<file path="src/exe_cfg.svh">
`ifndef EXE_CFG_SVH
`define EXE_CFG_SVH

// data path width
`define EXE_WORD (32)

// reorder buffer depth, sets the rob tag width
`define EXE_ROB_ENTRY (16)

// architectural registers
`define EXE_REG_NUM (32)

// store buffer depth
`define EXE_SB_ENTRY (8)

`endif

</file>
<file path="src/isa_pkg.sv">
package isa_pkg;

  typedef enum logic [4:0] {
    OP_ADD = 5'd0,
    OP_SUB = 5'd1,
    OP_SLT = 5'd2,
    OP_AND = 5'd3,
    OP_OR  = 5'd4,
    OP_XOR = 5'd5,
    OP_BEQ = 5'd6,
    OP_BNE = 5'd7,
    OP_BLT = 5'd8,
    OP_BGE = 5'd9,
    OP_MUL = 5'd10,
    OP_LW  = 5'd11,
    OP_SW  = 5'd12
  } opcode_e;

  // bit positions in the one-hot issue vector
  localparam int FU_INT    = 0;
  localparam int FU_BRANCH = 1;
  localparam int FU_MUL    = 2;
  localparam int FU_MEM    = 3;
  localparam int NUM_FU    = 4;

  // lt and ge are signed compares
  typedef enum logic [1:0] {
    BR_EQ,
    BR_NE,
    BR_LT,
    BR_GE
  } br_cond_e;

endpackage

</file>
<file path="src/exe_pkg.sv">
`include "exe_cfg.svh"

package exe_pkg;

  typedef logic [`EXE_WORD-1:0] word_t;
  typedef logic [15:0] imm_t;
  typedef logic [$clog2(`EXE_ROB_ENTRY)-1:0] rob_tag_t;
  typedef logic [$clog2(`EXE_REG_NUM)-1:0] reg_id_t;
  typedef logic [$clog2(`EXE_SB_ENTRY)-1:0] sb_tag_t;

  typedef struct packed {
    isa_pkg::opcode_e opcode;
    logic             imm_flag;
    imm_t             imm;
    word_t            src1_data;
    word_t            src2_data;
    rob_tag_t         rob_tag;
    reg_id_t          dest_id;
    sb_tag_t          sb_tag;
  } issue_pkt_t;

  // one decoded operation, seen by every unit
  typedef struct packed {
    isa_pkg::opcode_e opcode;
    word_t            operand1;
    word_t            operand2;
    word_t            imm_ext;
    word_t            src2_data;
    rob_tag_t         rob_tag;
    reg_id_t          dest_id;
    sb_tag_t          sb_tag;
  } fu_op_t;

  typedef struct packed {
    logic                 taken;
    logic [`EXE_WORD-2:0] target_hi;
  } br_view_t;

  // rob picks the view from the unit that wrote it
  typedef union packed {
    word_t    data;
    br_view_t br;
  } rob_payload_u;

  typedef struct packed {
    logic         valid;
    rob_tag_t     rob_tag;
    rob_payload_u payload;
  } rob_wb_t;

  typedef struct packed {
    logic     valid;
    rob_tag_t rob_tag;
    word_t    data;
  } cdb_t;

  typedef struct packed {
    logic    valid;
    reg_id_t dest_id;
    word_t   data;
  } reg_wb_t;

  typedef struct packed {
    word_t    addr;
    word_t    data;
    sb_tag_t  sb_tag;
    rob_tag_t rob_tag;
  } sb_entry_t;

endpackage

</file>
<file path="src/exe_control.sv">
`timescale 1ns/100ps

module exe_control
( input                                  clk_i
 , input                                 reset_i
 , input        [isa_pkg::NUM_FU-1:0]    issue_v_i
 , input  exe_pkg::issue_pkt_t           issue_pkt_i
 , input                                 mispredict_i
 , output exe_pkg::fu_op_t               op_o
 , output logic [isa_pkg::NUM_FU-1:0]    fire_o
 , output logic [isa_pkg::NUM_FU-1:0]    out_v_o
 , output logic                          mul_stage2_en_o
 , output exe_pkg::rob_tag_t             out_rob_tag_o
 , output exe_pkg::reg_id_t              out_dest_o
);

  logic [isa_pkg::NUM_FU-1:0] v_q;
  logic                       mul_v1_q;
  exe_pkg::rob_tag_t          rob_tag_q;
  exe_pkg::reg_id_t           dest_q;

  always_comb begin
    op_o.opcode    = issue_pkt_i.opcode;
    op_o.operand1  = issue_pkt_i.src1_data;
    op_o.imm_ext   = {{($bits(exe_pkg::word_t) - $bits(exe_pkg::imm_t)){issue_pkt_i.imm[15]}},
                      issue_pkt_i.imm};
    op_o.operand2  = issue_pkt_i.imm_flag ? op_o.imm_ext : issue_pkt_i.src2_data;
    op_o.src2_data = issue_pkt_i.src2_data;
    op_o.rob_tag   = issue_pkt_i.rob_tag;
    op_o.dest_id   = issue_pkt_i.dest_id;
    op_o.sb_tag    = issue_pkt_i.sb_tag;
  end

  // flush blocks issue in the same cycle
  assign fire_o = issue_v_i & {isa_pkg::NUM_FU{~mispredict_i}};

  always_ff @(posedge clk_i) begin
    if (reset_i || mispredict_i) begin
      v_q      <= '0;
      mul_v1_q <= 1'b0;
    end else begin
      v_q              <= fire_o;
      // mul bit of v_q is the second stage
      v_q[isa_pkg::FU_MUL] <= mul_v1_q;
      mul_v1_q         <= fire_o[isa_pkg::FU_MUL];
    end
  end

  // tags for the single-cycle units, only one of them fires per cycle
  always_ff @(posedge clk_i) begin
    if (fire_o[isa_pkg::FU_INT] || fire_o[isa_pkg::FU_BRANCH] || fire_o[isa_pkg::FU_MEM]) begin
      rob_tag_q <= op_o.rob_tag;
      dest_q    <= op_o.dest_id;
    end
  end

  // results finishing during a flush are dropped too
  assign out_v_o         = v_q & {isa_pkg::NUM_FU{~mispredict_i}};
  assign mul_stage2_en_o = mul_v1_q;
  assign out_rob_tag_o   = rob_tag_q;
  assign out_dest_o      = dest_q;

  issue_onehot_a: assert property (@(posedge clk_i) disable iff (reset_i)
    $onehot0(issue_v_i));

endmodule

</file>
<file path="src/fu_int.sv">
`timescale 1ns/100ps

module fu_int
( input                          clk_i
 , input                         fire_i
 , input  exe_pkg::fu_op_t       op_i
 , output exe_pkg::word_t        result_o
);

  exe_pkg::word_t result;
  exe_pkg::word_t result_q;

  always_comb begin
    case (op_i.opcode)
      isa_pkg::OP_ADD: result = op_i.operand1 + op_i.operand2;
      isa_pkg::OP_SUB: result = op_i.operand1 - op_i.operand2;
      isa_pkg::OP_SLT: begin
        result = exe_pkg::word_t'($signed(op_i.operand1) < $signed(op_i.operand2));
      end
      isa_pkg::OP_AND: result = op_i.operand1 & op_i.operand2;
      isa_pkg::OP_OR:  result = op_i.operand1 | op_i.operand2;
      isa_pkg::OP_XOR: result = op_i.operand1 ^ op_i.operand2;
      default:         result = '0;
    endcase
  end

  always_ff @(posedge clk_i) begin
    if (fire_i) begin
      result_q <= result;
    end
  end

  assign result_o = result_q;

  int_opcode_a: assert property (@(posedge clk_i)
    fire_i |-> (op_i.opcode inside {isa_pkg::OP_ADD, isa_pkg::OP_SUB, isa_pkg::OP_SLT,
                                    isa_pkg::OP_AND, isa_pkg::OP_OR, isa_pkg::OP_XOR}));

endmodule

</file>
<file path="src/fu_branch.sv">
`timescale 1ns/100ps

module fu_branch
( input                          clk_i
 , input                         fire_i
 , input  exe_pkg::fu_op_t       op_i
 , output exe_pkg::rob_payload_u payload_o
);

  isa_pkg::br_cond_e     cond;
  logic                  taken;
  exe_pkg::word_t        target;
  exe_pkg::rob_payload_u payload_q;

  always_comb begin
    case (op_i.opcode)
      isa_pkg::OP_BNE: cond = isa_pkg::BR_NE;
      isa_pkg::OP_BLT: cond = isa_pkg::BR_LT;
      isa_pkg::OP_BGE: cond = isa_pkg::BR_GE;
      default:         cond = isa_pkg::BR_EQ;
    endcase
  end

  // compare against the register value, never the imm
  always_comb begin
    case (cond)
      isa_pkg::BR_NE: taken = (op_i.operand1 != op_i.src2_data);
      isa_pkg::BR_LT: taken = ($signed(op_i.operand1) < $signed(op_i.src2_data));
      isa_pkg::BR_GE: taken = ($signed(op_i.operand1) >= $signed(op_i.src2_data));
      default:        taken = (op_i.operand1 == op_i.src2_data);
    endcase
  end

  assign target = op_i.operand1 + op_i.imm_ext;

  always_ff @(posedge clk_i) begin
    if (fire_i) begin
      payload_q.br.taken     <= taken;
      payload_q.br.target_hi <= target[$bits(exe_pkg::word_t)-1:1];
    end
  end

  assign payload_o = payload_q;

endmodule

</file>
<file path="src/fu_mult.sv">
`timescale 1ns/100ps

module fu_mult
( input                          clk_i
 , input                         fire_i
 , input                         stage2_en_i
 , input  exe_pkg::fu_op_t       op_i
 , output exe_pkg::word_t        product_o
 , output exe_pkg::rob_tag_t     rob_tag_o
 , output exe_pkg::reg_id_t      dest_o
);

  // stage one
  exe_pkg::word_t    a_q;
  exe_pkg::word_t    b_q;
  exe_pkg::rob_tag_t rob_tag1_q;
  exe_pkg::reg_id_t  dest1_q;

  // stage two
  exe_pkg::word_t    product_q;
  exe_pkg::rob_tag_t rob_tag2_q;
  exe_pkg::reg_id_t  dest2_q;

  always_ff @(posedge clk_i) begin
    if (fire_i) begin
      a_q        <= op_i.operand1;
      b_q        <= op_i.operand2;
      rob_tag1_q <= op_i.rob_tag;
      dest1_q    <= op_i.dest_id;
    end
  end

  // low word only, upper half is never kept
  always_ff @(posedge clk_i) begin
    if (stage2_en_i) begin
      product_q  <= a_q * b_q;
      rob_tag2_q <= rob_tag1_q;
      dest2_q    <= dest1_q;
    end
  end

  assign product_o = product_q;
  assign rob_tag_o = rob_tag2_q;
  assign dest_o    = dest2_q;

endmodule

</file>
<file path="src/fu_lsu.sv">
`timescale 1ns/100ps

module fu_lsu
( input                          clk_i
 , input                         fire_i
 , input  exe_pkg::fu_op_t       op_i
 , output exe_pkg::word_t        bypass_addr_o
 , output exe_pkg::sb_tag_t      bypass_sb_num_o
 , input                         sb_bypass_valid_i
 , input  exe_pkg::word_t        sb_bypass_value_i
 , output exe_pkg::word_t        mem_addr_o
 , input  exe_pkg::word_t        mem_data_i
 , output exe_pkg::word_t        load_data_o
 , output logic                  store_o
 , output exe_pkg::sb_entry_t    sb_entry_o
);

  exe_pkg::word_t     eff_addr;
  logic               is_store;
  exe_pkg::word_t     load_data_q;
  logic               store_q;
  exe_pkg::sb_entry_t sb_entry_q;

  assign eff_addr = op_i.operand1 + op_i.imm_ext;
  assign is_store = (op_i.opcode == isa_pkg::OP_SW);

  // store buffer and memory both answer in the issue cycle
  assign bypass_addr_o   = eff_addr;
  assign bypass_sb_num_o = op_i.sb_tag;
  assign mem_addr_o      = eff_addr;

  always_ff @(posedge clk_i) begin
    if (fire_i) begin
      store_q <= is_store;
      if (is_store) begin
        sb_entry_q.addr    <= eff_addr;
        sb_entry_q.data    <= op_i.src2_data;
        sb_entry_q.sb_tag  <= op_i.sb_tag;
        sb_entry_q.rob_tag <= op_i.rob_tag;
      end else begin
        // younger store in the buffer wins over memory
        load_data_q <= sb_bypass_valid_i ? sb_bypass_value_i : mem_data_i;
      end
    end
  end

  assign load_data_o = load_data_q;
  assign store_o     = store_q;
  assign sb_entry_o  = sb_entry_q;

  addr_aligned_a: assert property (@(posedge clk_i)
    fire_i |-> (eff_addr[1:0] == 2'b00));

endmodule

</file>
<file path="src/execute_stage.sv">
`timescale 1ns/100ps

module execute_stage
( input                                              clk_i
 , input                                             reset_i
 , input        [isa_pkg::NUM_FU-1:0]                issue_v_i
 , input  exe_pkg::issue_pkt_t                       issue_pkt_i
 , input                                             mispredict_i
 , output exe_pkg::rob_wb_t [isa_pkg::NUM_FU-1:0]    rob_wb_o
 , output exe_pkg::reg_wb_t [isa_pkg::NUM_FU-1:0]    reg_wb_o
 , output exe_pkg::cdb_t    [isa_pkg::NUM_FU-1:0]    cdb_o
 // store buffer
 , output logic                                      sb_v_o
 , output exe_pkg::sb_entry_t                        sb_entry_o
 , output exe_pkg::word_t                            bypass_addr_o
 , output exe_pkg::sb_tag_t                          bypass_sb_num_o
 , input                                             sb_bypass_valid_i
 , input  exe_pkg::word_t                            sb_bypass_value_i
 // memory
 , output exe_pkg::word_t                            mem_addr_o
 , input  exe_pkg::word_t                            mem_data_i
);

  exe_pkg::fu_op_t            op;
  logic [isa_pkg::NUM_FU-1:0] fire;
  logic [isa_pkg::NUM_FU-1:0] out_v;
  logic                       mul_stage2_en;
  exe_pkg::rob_tag_t          out_rob_tag;
  exe_pkg::reg_id_t           out_dest;
  exe_pkg::word_t             int_result;
  exe_pkg::rob_payload_u      br_payload;
  exe_pkg::word_t             mul_product;
  exe_pkg::rob_tag_t          mul_rob_tag;
  exe_pkg::reg_id_t           mul_dest;
  exe_pkg::word_t             load_data;
  logic                       lsu_store;

  exe_control control
  ( .clk_i           (clk_i)
   ,.reset_i         (reset_i)
   ,.issue_v_i       (issue_v_i)
   ,.issue_pkt_i     (issue_pkt_i)
   ,.mispredict_i    (mispredict_i)
   ,.op_o            (op)
   ,.fire_o          (fire)
   ,.out_v_o         (out_v)
   ,.mul_stage2_en_o (mul_stage2_en)
   ,.out_rob_tag_o   (out_rob_tag)
   ,.out_dest_o      (out_dest)
  );

  fu_int int_fu
  ( .clk_i    (clk_i)
   ,.fire_i   (fire[isa_pkg::FU_INT])
   ,.op_i     (op)
   ,.result_o (int_result)
  );

  fu_branch branch_fu
  ( .clk_i     (clk_i)
   ,.fire_i    (fire[isa_pkg::FU_BRANCH])
   ,.op_i      (op)
   ,.payload_o (br_payload)
  );

  fu_mult mult_fu
  ( .clk_i       (clk_i)
   ,.fire_i      (fire[isa_pkg::FU_MUL])
   ,.stage2_en_i (mul_stage2_en)
   ,.op_i        (op)
   ,.product_o   (mul_product)
   ,.rob_tag_o   (mul_rob_tag)
   ,.dest_o      (mul_dest)
  );

  fu_lsu lsu_fu
  ( .clk_i             (clk_i)
   ,.fire_i            (fire[isa_pkg::FU_MEM])
   ,.op_i              (op)
   ,.bypass_addr_o     (bypass_addr_o)
   ,.bypass_sb_num_o   (bypass_sb_num_o)
   ,.sb_bypass_valid_i (sb_bypass_valid_i)
   ,.sb_bypass_value_i (sb_bypass_value_i)
   ,.mem_addr_o        (mem_addr_o)
   ,.mem_data_i        (mem_data_i)
   ,.load_data_o       (load_data)
   ,.store_o           (lsu_store)
   ,.sb_entry_o        (sb_entry_o)
  );

  // integer unit
  assign rob_wb_o[isa_pkg::FU_INT] = '{out_v[isa_pkg::FU_INT], out_rob_tag, int_result};
  assign reg_wb_o[isa_pkg::FU_INT] = '{out_v[isa_pkg::FU_INT], out_dest, int_result};
  assign cdb_o[isa_pkg::FU_INT]    = '{out_v[isa_pkg::FU_INT], out_rob_tag, int_result};

  // branch writes no register, cdb carries the taken bit
  assign rob_wb_o[isa_pkg::FU_BRANCH] = '{out_v[isa_pkg::FU_BRANCH], out_rob_tag, br_payload};
  assign reg_wb_o[isa_pkg::FU_BRANCH] = '0;
  assign cdb_o[isa_pkg::FU_BRANCH]    = '{out_v[isa_pkg::FU_BRANCH], out_rob_tag,
                                          exe_pkg::word_t'(br_payload.br.taken)};

  // multiplier
  assign rob_wb_o[isa_pkg::FU_MUL] = '{out_v[isa_pkg::FU_MUL], mul_rob_tag, mul_product};
  assign reg_wb_o[isa_pkg::FU_MUL] = '{out_v[isa_pkg::FU_MUL], mul_dest, mul_product};
  assign cdb_o[isa_pkg::FU_MUL]    = '{out_v[isa_pkg::FU_MUL], mul_rob_tag, mul_product};

  // a store only retires through the rob and the store buffer
  assign rob_wb_o[isa_pkg::FU_MEM] = '{out_v[isa_pkg::FU_MEM], out_rob_tag, load_data};
  assign reg_wb_o[isa_pkg::FU_MEM] = '{out_v[isa_pkg::FU_MEM] & ~lsu_store, out_dest, load_data};
  assign cdb_o[isa_pkg::FU_MEM]    = '{out_v[isa_pkg::FU_MEM] & ~lsu_store, out_rob_tag,
                                       load_data};
  assign sb_v_o                    = out_v[isa_pkg::FU_MEM] & lsu_store;

endmodule

</file>
<file path="config.mk">
export PLATFORM = sky130hd
export DESIGN_NAME = execute_stage
export DESIGN_NICKNAME = d
export VERILOG_FILES = /design/src/isa_pkg.sv /design/src/exe_pkg.sv /design/src/exe_control.sv /design/src/fu_int.sv /design/src/fu_branch.sv /design/src/fu_mult.sv /design/src/fu_lsu.sv /design/src/execute_stage.sv
export VERILOG_INCLUDE_DIRS = /design/src
export SDC_FILE = /design/constraint.sdc
export NUM_CORES = 2
export LEC_CHECK = 0
export ABC_CLOCK_PERIOD_IN_PS = 11100
export BUFFER_PORTS_ARGS = -buffer_cell sky130_fd_sc_hd__buf_2
export CAP_MARGIN = 20
export CORE_ASPECT_RATIO = 0.6
export CORE_MARGIN = 4
export CORE_UTILIZATION = 40
export CTS_BUF_LIST = sky130_fd_sc_hd__clkbuf_16
export CTS_CLUSTER_DIAMETER = 30
export DETAILED_ROUTE_END_ITERATION = 10
export PLACE_DENSITY = 0.63
export SYNTH_ARGS = -nofsm -noshare
export SYNTH_HDL_FRONTEND = slang
export SYNTH_SLANG_ARGS = --single-unit
</file>
<file path="constraint.sdc">
create_clock -name clk_i -period 11.1 [get_ports clk_i]
set_input_delay 1.665 -clock clk_i [delete_from_list [all_inputs] [get_ports clk_i]]
set_output_delay 1.665 -clock clk_i [all_outputs]
set_load 0.01 [all_outputs]
</file>
After elaboration in Yosys (flattened, before gate mapping)
Index checks and enable logic that the tools add are counted.
{"block": "totals", "register_bits": 296, "inputBits": 170, "out_inout_bits": 587, "word_cells": 61}
{"block": "op_classes", "addsub": 3, "n_mul": 1, "order_cmp": 3, "n_eq_ne": 14, "n_mux": 5, "bitwise": 10, "n_reduce_logical": 6}
{"op": "one-hot mux 32 bit (6 select lines)", "n": 1}
{"op": "adder 32 bit", "n": 2}
{"op": "< comparator 32 bit", "n": 2}
{"op": "two-way mux 32 bit", "n": 2}
{"op": "bitwise AND 32 bit", "n": 1}
{"op": "== test 32 bit", "n": 1}
{"op": ">= comparator 32 bit", "n": 1}
{"op": "multiplier 32 x 32 -> 32 bit", "n": 1}
{"op": "inequality test 32 bit", "n": 1}
{"op": "OR 32 bit", "n": 1}
{"op": "subtractor 32 bit", "n": 1}
{"op": "XOR 32 bit", "n": 1}
{"op": "== test 5 x 3 -> 1 bit, second input constant", "n": 3}
{"op": "== test 5 x 4 -> 1 bit, second input constant", "n": 3}
{"op": "== test 5 x 2 -> 1 bit, second input constant", "n": 2}
{"op": "bitwise AND 4 bit", "n": 2}
{"op": "one-hot mux 2 bit (3 select lines)", "n": 1}
{"op": "== test 5 x 1 -> 1 bit, second input constant", "n": 1}
{"op": "zero test 5 bit", "n": 1}
{"op": "== test 2 bit, second input constant", "n": 2}
{"op": "AND reduction 2 bit", "n": 2}
{"op": "logical OR 1 bit", "n": 3}
{"op": "inverter 1 bit", "n": 3}
{"op": "one-hot mux 1 bit (3 select lines)", "n": 1}
{"op": "other kinds (2)", "n": 3}

Depth between registers and ports, before layout
{"block": "logic_depth", "depth_word": 4, "ltp_mapped": 28, "ltp_nobuf": 26}

Modules after synthesis
From an unflattened synthesis, not the netlist that was laid out.
{"block": "hier_totals", "cells_unflattened": 3859, "area_unflattened_um2": 37843.8}
{"module": "fu_mult", "n_inst": 1, "cells_each": 1810, "area_per_inst_um2": 19175.9, "seq_area_each_um2": 3423.3}
{"module": "fu_int", "n_inst": 1, "cells_each": 758, "area_per_inst_um2": 5711.7, "seq_area_each_um2": 960.9}
{"module": "fu_lsu", "n_inst": 1, "cells_each": 412, "area_per_inst_um2": 5507.8, "seq_area_each_um2": 3123.0}
{"module": "fu_branch", "n_inst": 1, "cells_each": 381, "area_per_inst_um2": 3467.1, "seq_area_each_um2": 960.9}
{"module": "execute_stage", "n_inst": 1, "cells_each": 300, "area_per_inst_um2": 2249.7, "seq_area_each_um2": 0.0}
{"module": "exe_control", "n_inst": 1, "cells_each": 198, "area_per_inst_um2": 1731.7, "seq_area_each_um2": 370.4}

Least setup slack after synthesis
No wires, ideal clock.
{"block": "synth_timing", "kind": "input -> register", "startpoint": "in issue_pkt_i[93] (netlist name)", "endpoint": "reg lsu_fu.sb_entry_q, in the netlist lsu_fu.sb_entry_o[0] (enable)", "setup_ns": 0.587, "arrival_time_ns": 7.080, "required_time_ns": 10.513, "path_slack_ns": 3.433, "cell_stages": 4, "path_buffers": 3, "cell_sequence": "clkbuf_1 clkbuf_1 clkbuf_1 nor3_1"}
{"block": "synth_via", "elab_chain_len": 2}
{"item": "start: declaration", "line": "execute_stage.sv:7", "rtl": ", input exe_pkg::issue_pkt_t issue_pkt_i"}
{"item": "== test 5 x 4 -> 1 bit", "line": "fu_lsu.sv:25", "rtl": "assign is_store = (op_i.opcode == isa_pkg::OP_SW);"}
{"item": "AND reduction 2 bit (no source line)"}
{"item": "end: declaration", "line": "fu_lsu.sv:22", "rtl": "exe_pkg::sb_entry_t sb_entry_q;"}
Every way passes these cells.
A chain may end at the register's enable or synchronous reset.

Worst setup path in the final report
{"block": "layout_timing", "startpoint": "reg mult_fu.b_q[5]", "endpoint": "reg mult_fu.product_q[30] (netlist: mult_fu.product_o[30]), data pin"}
{"block": "layout_via", "elab_chain_len": 1}
{"item": "start: declaration", "line": "fu_mult.sv:15", "rtl": "exe_pkg::word_t b_q;"}
{"item": "start signal: assignment", "line": "fu_mult.sv:27", "rtl": "b_q <= op_i.operand2;"}
{"item": "multiplier 32 x 32 -> 32 bit", "line": "fu_mult.sv:36", "rtl": "product_q <= a_q * b_q;"}
{"item": "end signal: assignment", "line": "fu_mult.sv:36"}
{"item": "end: declaration", "line": "fu_mult.sv:20", "rtl": "exe_pkg::word_t product_q;"}
Every way passes these cells.

==> implementation parameters <==
Parameter                              Value

Status
  Status    completed

Worst setup path
  Worst Path Required    11.46 ns
  Arrival @ worst endpoint    8.39 ns
  R2r setup slk    3.07 ns
  Destination of the worst register-to-register timing path    mult_fu.product_o[30]
  List of cells traversed by the critical path    nand2_1 > fa_1 > fa_1 > inv_1 > fa_1 > inv_1 > fa_1 > fa_1 > inv_1 > ha_1 > fa_1 > fa_1 > ha_1 > nand2_1 > o21ai_0 > o211a_1 > o21a_1 > o221ai_1 > buf_4 > o2111ai_1 > a41o_1 > a21oi_1 > xnor2_1
  Crit path depth    23
  Crit path launch type    flip-flop
  Crit-path leading delay family    adder cells
  Sum of buffers and inverters on the critical path    4
  Startpoint of the worst register-to-register path    mult_fu.b_q[5]
  Cell with the biggest individual delay on the critical path    sky130_fd_sc_hd__edfxtp_1
  Most Frequent Cell on Critical Path    sky130_fd_sc_hd__fa_1
  Largest stage delay on the critical path    1.04 ns
  Worst-case reg-to-reg path depth    23
  Critical path endpoint    mult_fu.product_o[30]
  Setup crit start    mult_fu.b_q[5]
  Type of the worst setup path    reg -> reg
  Kind of capture point of the worst setup path    flip-flop
  Maximum fanout along the worst path    27

Clock tree
  Gates resized, CTS repair    0
  Total number of clock tree sinks    296
  CTS root buf    sky130_fd_sc_hd__clkbuf_16
  Post CTS Setup Buffer Count    0
  Clock-pin slew of the registers on the worst-case setup and hold paths    0.06 ns
  Clock latency reported for the late side of the worst-skew pair    0.66 ns
  Cts-stage hold buffer count    0
  Inserted Clock Buffers    58
  CTS tree    done
  CTS Buffer Depth    3
  Number of H-tree levels    2

Timing
  Setup repair after global routing missed its margin    false
  Final number of max-transition violations    0
  Period utilization    72.38%
  Final Critical Period    8.034 ns
  Max Freq    0.1245 GHz
  TNS Setup    0 ns
  Relative slew margins    12.18%
  Final count of negative-setup-slack endpoints    0
  Final hold violations    0
  Worst setup skew after layout    0.05948 ns
  Final worst slack    3.066 ns
  Slew at the pin closest to its max-slew limit    1.305 ns
  Hold Worst Slack    0.4149 ns

Die
  Core Area    84230 um^2
  Area of the die    90600 um^2
  Width of the chip    385.9 um
  Die Height    234.8 um
  Initial core utilization    40.69%
  Core Rows    82
  Number of I/O pins    757

Drt
  Wire per inst    20.49 um
  1st-pass router iterations    5
  DRC errors left    0
  Count of antenna-violating nets left after detailed routing    0
  Total via count after detailed routing    25290
  Via count normalized by instance count    5.046
  Post-Route WL    102700 um
  DRC violation total after the first TritonRoute iteration    2185

Synth
  Proportion of synthesized flip-flops having asynchronous set or reset    0%
  Dominant cell type by area after synthesis    sky130_fd_sc_hd__edfxtp_1
  Most area-consuming cells after synthesis    sky130_fd_sc_hd__edfxtp_1, sky130_fd_sc_hd__fa_1, sky130_fd_sc_hd__ha_1
  Synth Flop Type    sky130_fd_sc_hd__edfxtp_1
  Post-synthesis cell count    3457
  Number of distinct library cell variants in the gate-level netlist after synthesis    73
  Number of register bits inferred by synthesis    296
  Fraction of post-synthesis cell area in the top cell type by area    25.49%
  Count of warnings emitted by yosys    0
  Share of the yosys chip area belonging to registers    25.78%
  Most frequent cells after synthesis    sky130_fd_sc_hd__inv_1, sky130_fd_sc_hd__fa_1, sky130_fd_sc_hd__buf_4
  Most instantiated library cell after synthesis    sky130_fd_sc_hd__inv_1
  Post-synth design cell area    34280 um^2
  Synth Area per Inst    9.915 um^2
  Post-synth EDFFs    291

Cells and area
  Final standard cell count with taps included and fillers excluded    5012
  Proportion of layout cells with a drive suffix above 1    22.51%
  Total inserted antenna cells    0
  Nets@finish    4691
  Area growth from synthesis to layout    12.85%

Global route
  Largest net degree at the start of global routing    60
  First-pass GRT wire length    159300 um
  Via count of the first global-routing pass    25610
  Number of antenna violations at the first check in global routing    0
  GR Overflow Total    0
  GR Util All Layers    22.56%

Run
  Max cap viols    0

Placed design
  Placed insts    4900
  Pre-CTS setup slack    3.169 ns
  Count of port buffers added during placement    687
  Placer congestion estimate    0.9326
  Final HPWL from detailed placement    81600 um

Worst hold path
  Class of the worst hold path    reg -> reg
==> per-layer routing <==
layer	GRT usage, %	part of all wire [%]	up-vias
met5	0	0	-
met4	3.468	1.3	0
met3	6.001	10	116
met2	31.14	40	1138
met1	35.55	48	12560
li1	-	-	11480
==> logic make-up (layout without fill, tap and decap cells) <==
| group | Yosys count | count (layout) | share of synthesized area (%) |
|---|---|---|---|
| XOR/XNOR | 136 | 136 | 3.475 |
| AO/OA/AOI/OAI | 455 | 455 | 8.644 |
| flip-flops | 296 | 296 | 25.78 |
| adder cells (fa/ha/maj) | 693 | 693 | 34.30 |
| AND/OR/NAND/NOR | 834 | 834 | 11.92 |
| other | 1 | 69 | 0.01094 |
| multiplexers | 37 | 37 | 1.201 |
| buffers and inverters | 1005 | 1358 | 14.67 |
==> flip-flops by register name, indices dropped and copies added, names as in the netlist <==
signal	cells
mult_fu.b_q	32
mult_fu.rob_tag_o	4
int_fu.result_o	32
control.out_rob_tag_o	4
lsu_fu.load_data_o	32
mult_fu.product_o	32
branch_fu.payload_o	32
mult_fu.dest1_q	5
mult_fu.a_q	32
control.v_q	4
lsu_fu.store_o	1
control.mul_stage2_en_o	1
lsu_fu.sb_entry_o	71
mult_fu.rob_tag1_q	4
control.out_dest_o	5
mult_fu.dest_o	5
==> area by class of cell <==
cell class	instances	area, um^2
tap	1134	1419
multi-input combinational	2224	20720
fill	7966	45550
inverter	534	2004
sequential	296	8840
timing repair buffer	714	3694
clock buffer	58	1451
clock inverter	52	556.8
==> how the worst min path moves through the flow <==
stage | startpoint | to | slack (ns) | cells past startpoint
after CTS | mult_fu.dest1_q[2] | mult_fu.dest_o[2] | 0.42 | 0
after detailed placement | mult_fu.rob_tag1_q[0] | mult_fu.rob_tag_o[0] | 0.40 | 0
after floorplan | mult_fu.dest1_q[0] | mult_fu.dest_o[0] | 0.40 | 0
final | mult_fu.dest1_q[2] | mult_fu.dest_o[2] | 0.41 | 0
after global routing | mult_fu.dest1_q[2] | mult_fu.dest_o[2] | 0.43 | 0
after global placement | mult_fu.rob_tag1_q[0] | mult_fu.rob_tag_o[0] | 0.40 | 0
==> stage by stage <==
step	util [%]	area [um^2]
after floorplan	-	34530
after global placement	43.45	36600
after detailed placement	43.47	36620
after CTS	45.86	38630
after global routing	45.92	38680
final	45.92	38680
==> placed cells by master (no fill, tap or decap), drive strengths merged, types with 58 or more instances in the layout <==
cell type and instances:
fa 411, clkbuf 58, buf 714, inv 556, xnor2 110, and2 261, nor2 108, edfxtp 291
conb 69, o21ai 86, a21oi 148, ha 282, nand2 330
Power is left out: the tool's default activity adds up to more than one toggle a clock period on the data nets, which glitch-free logic cannot reach.
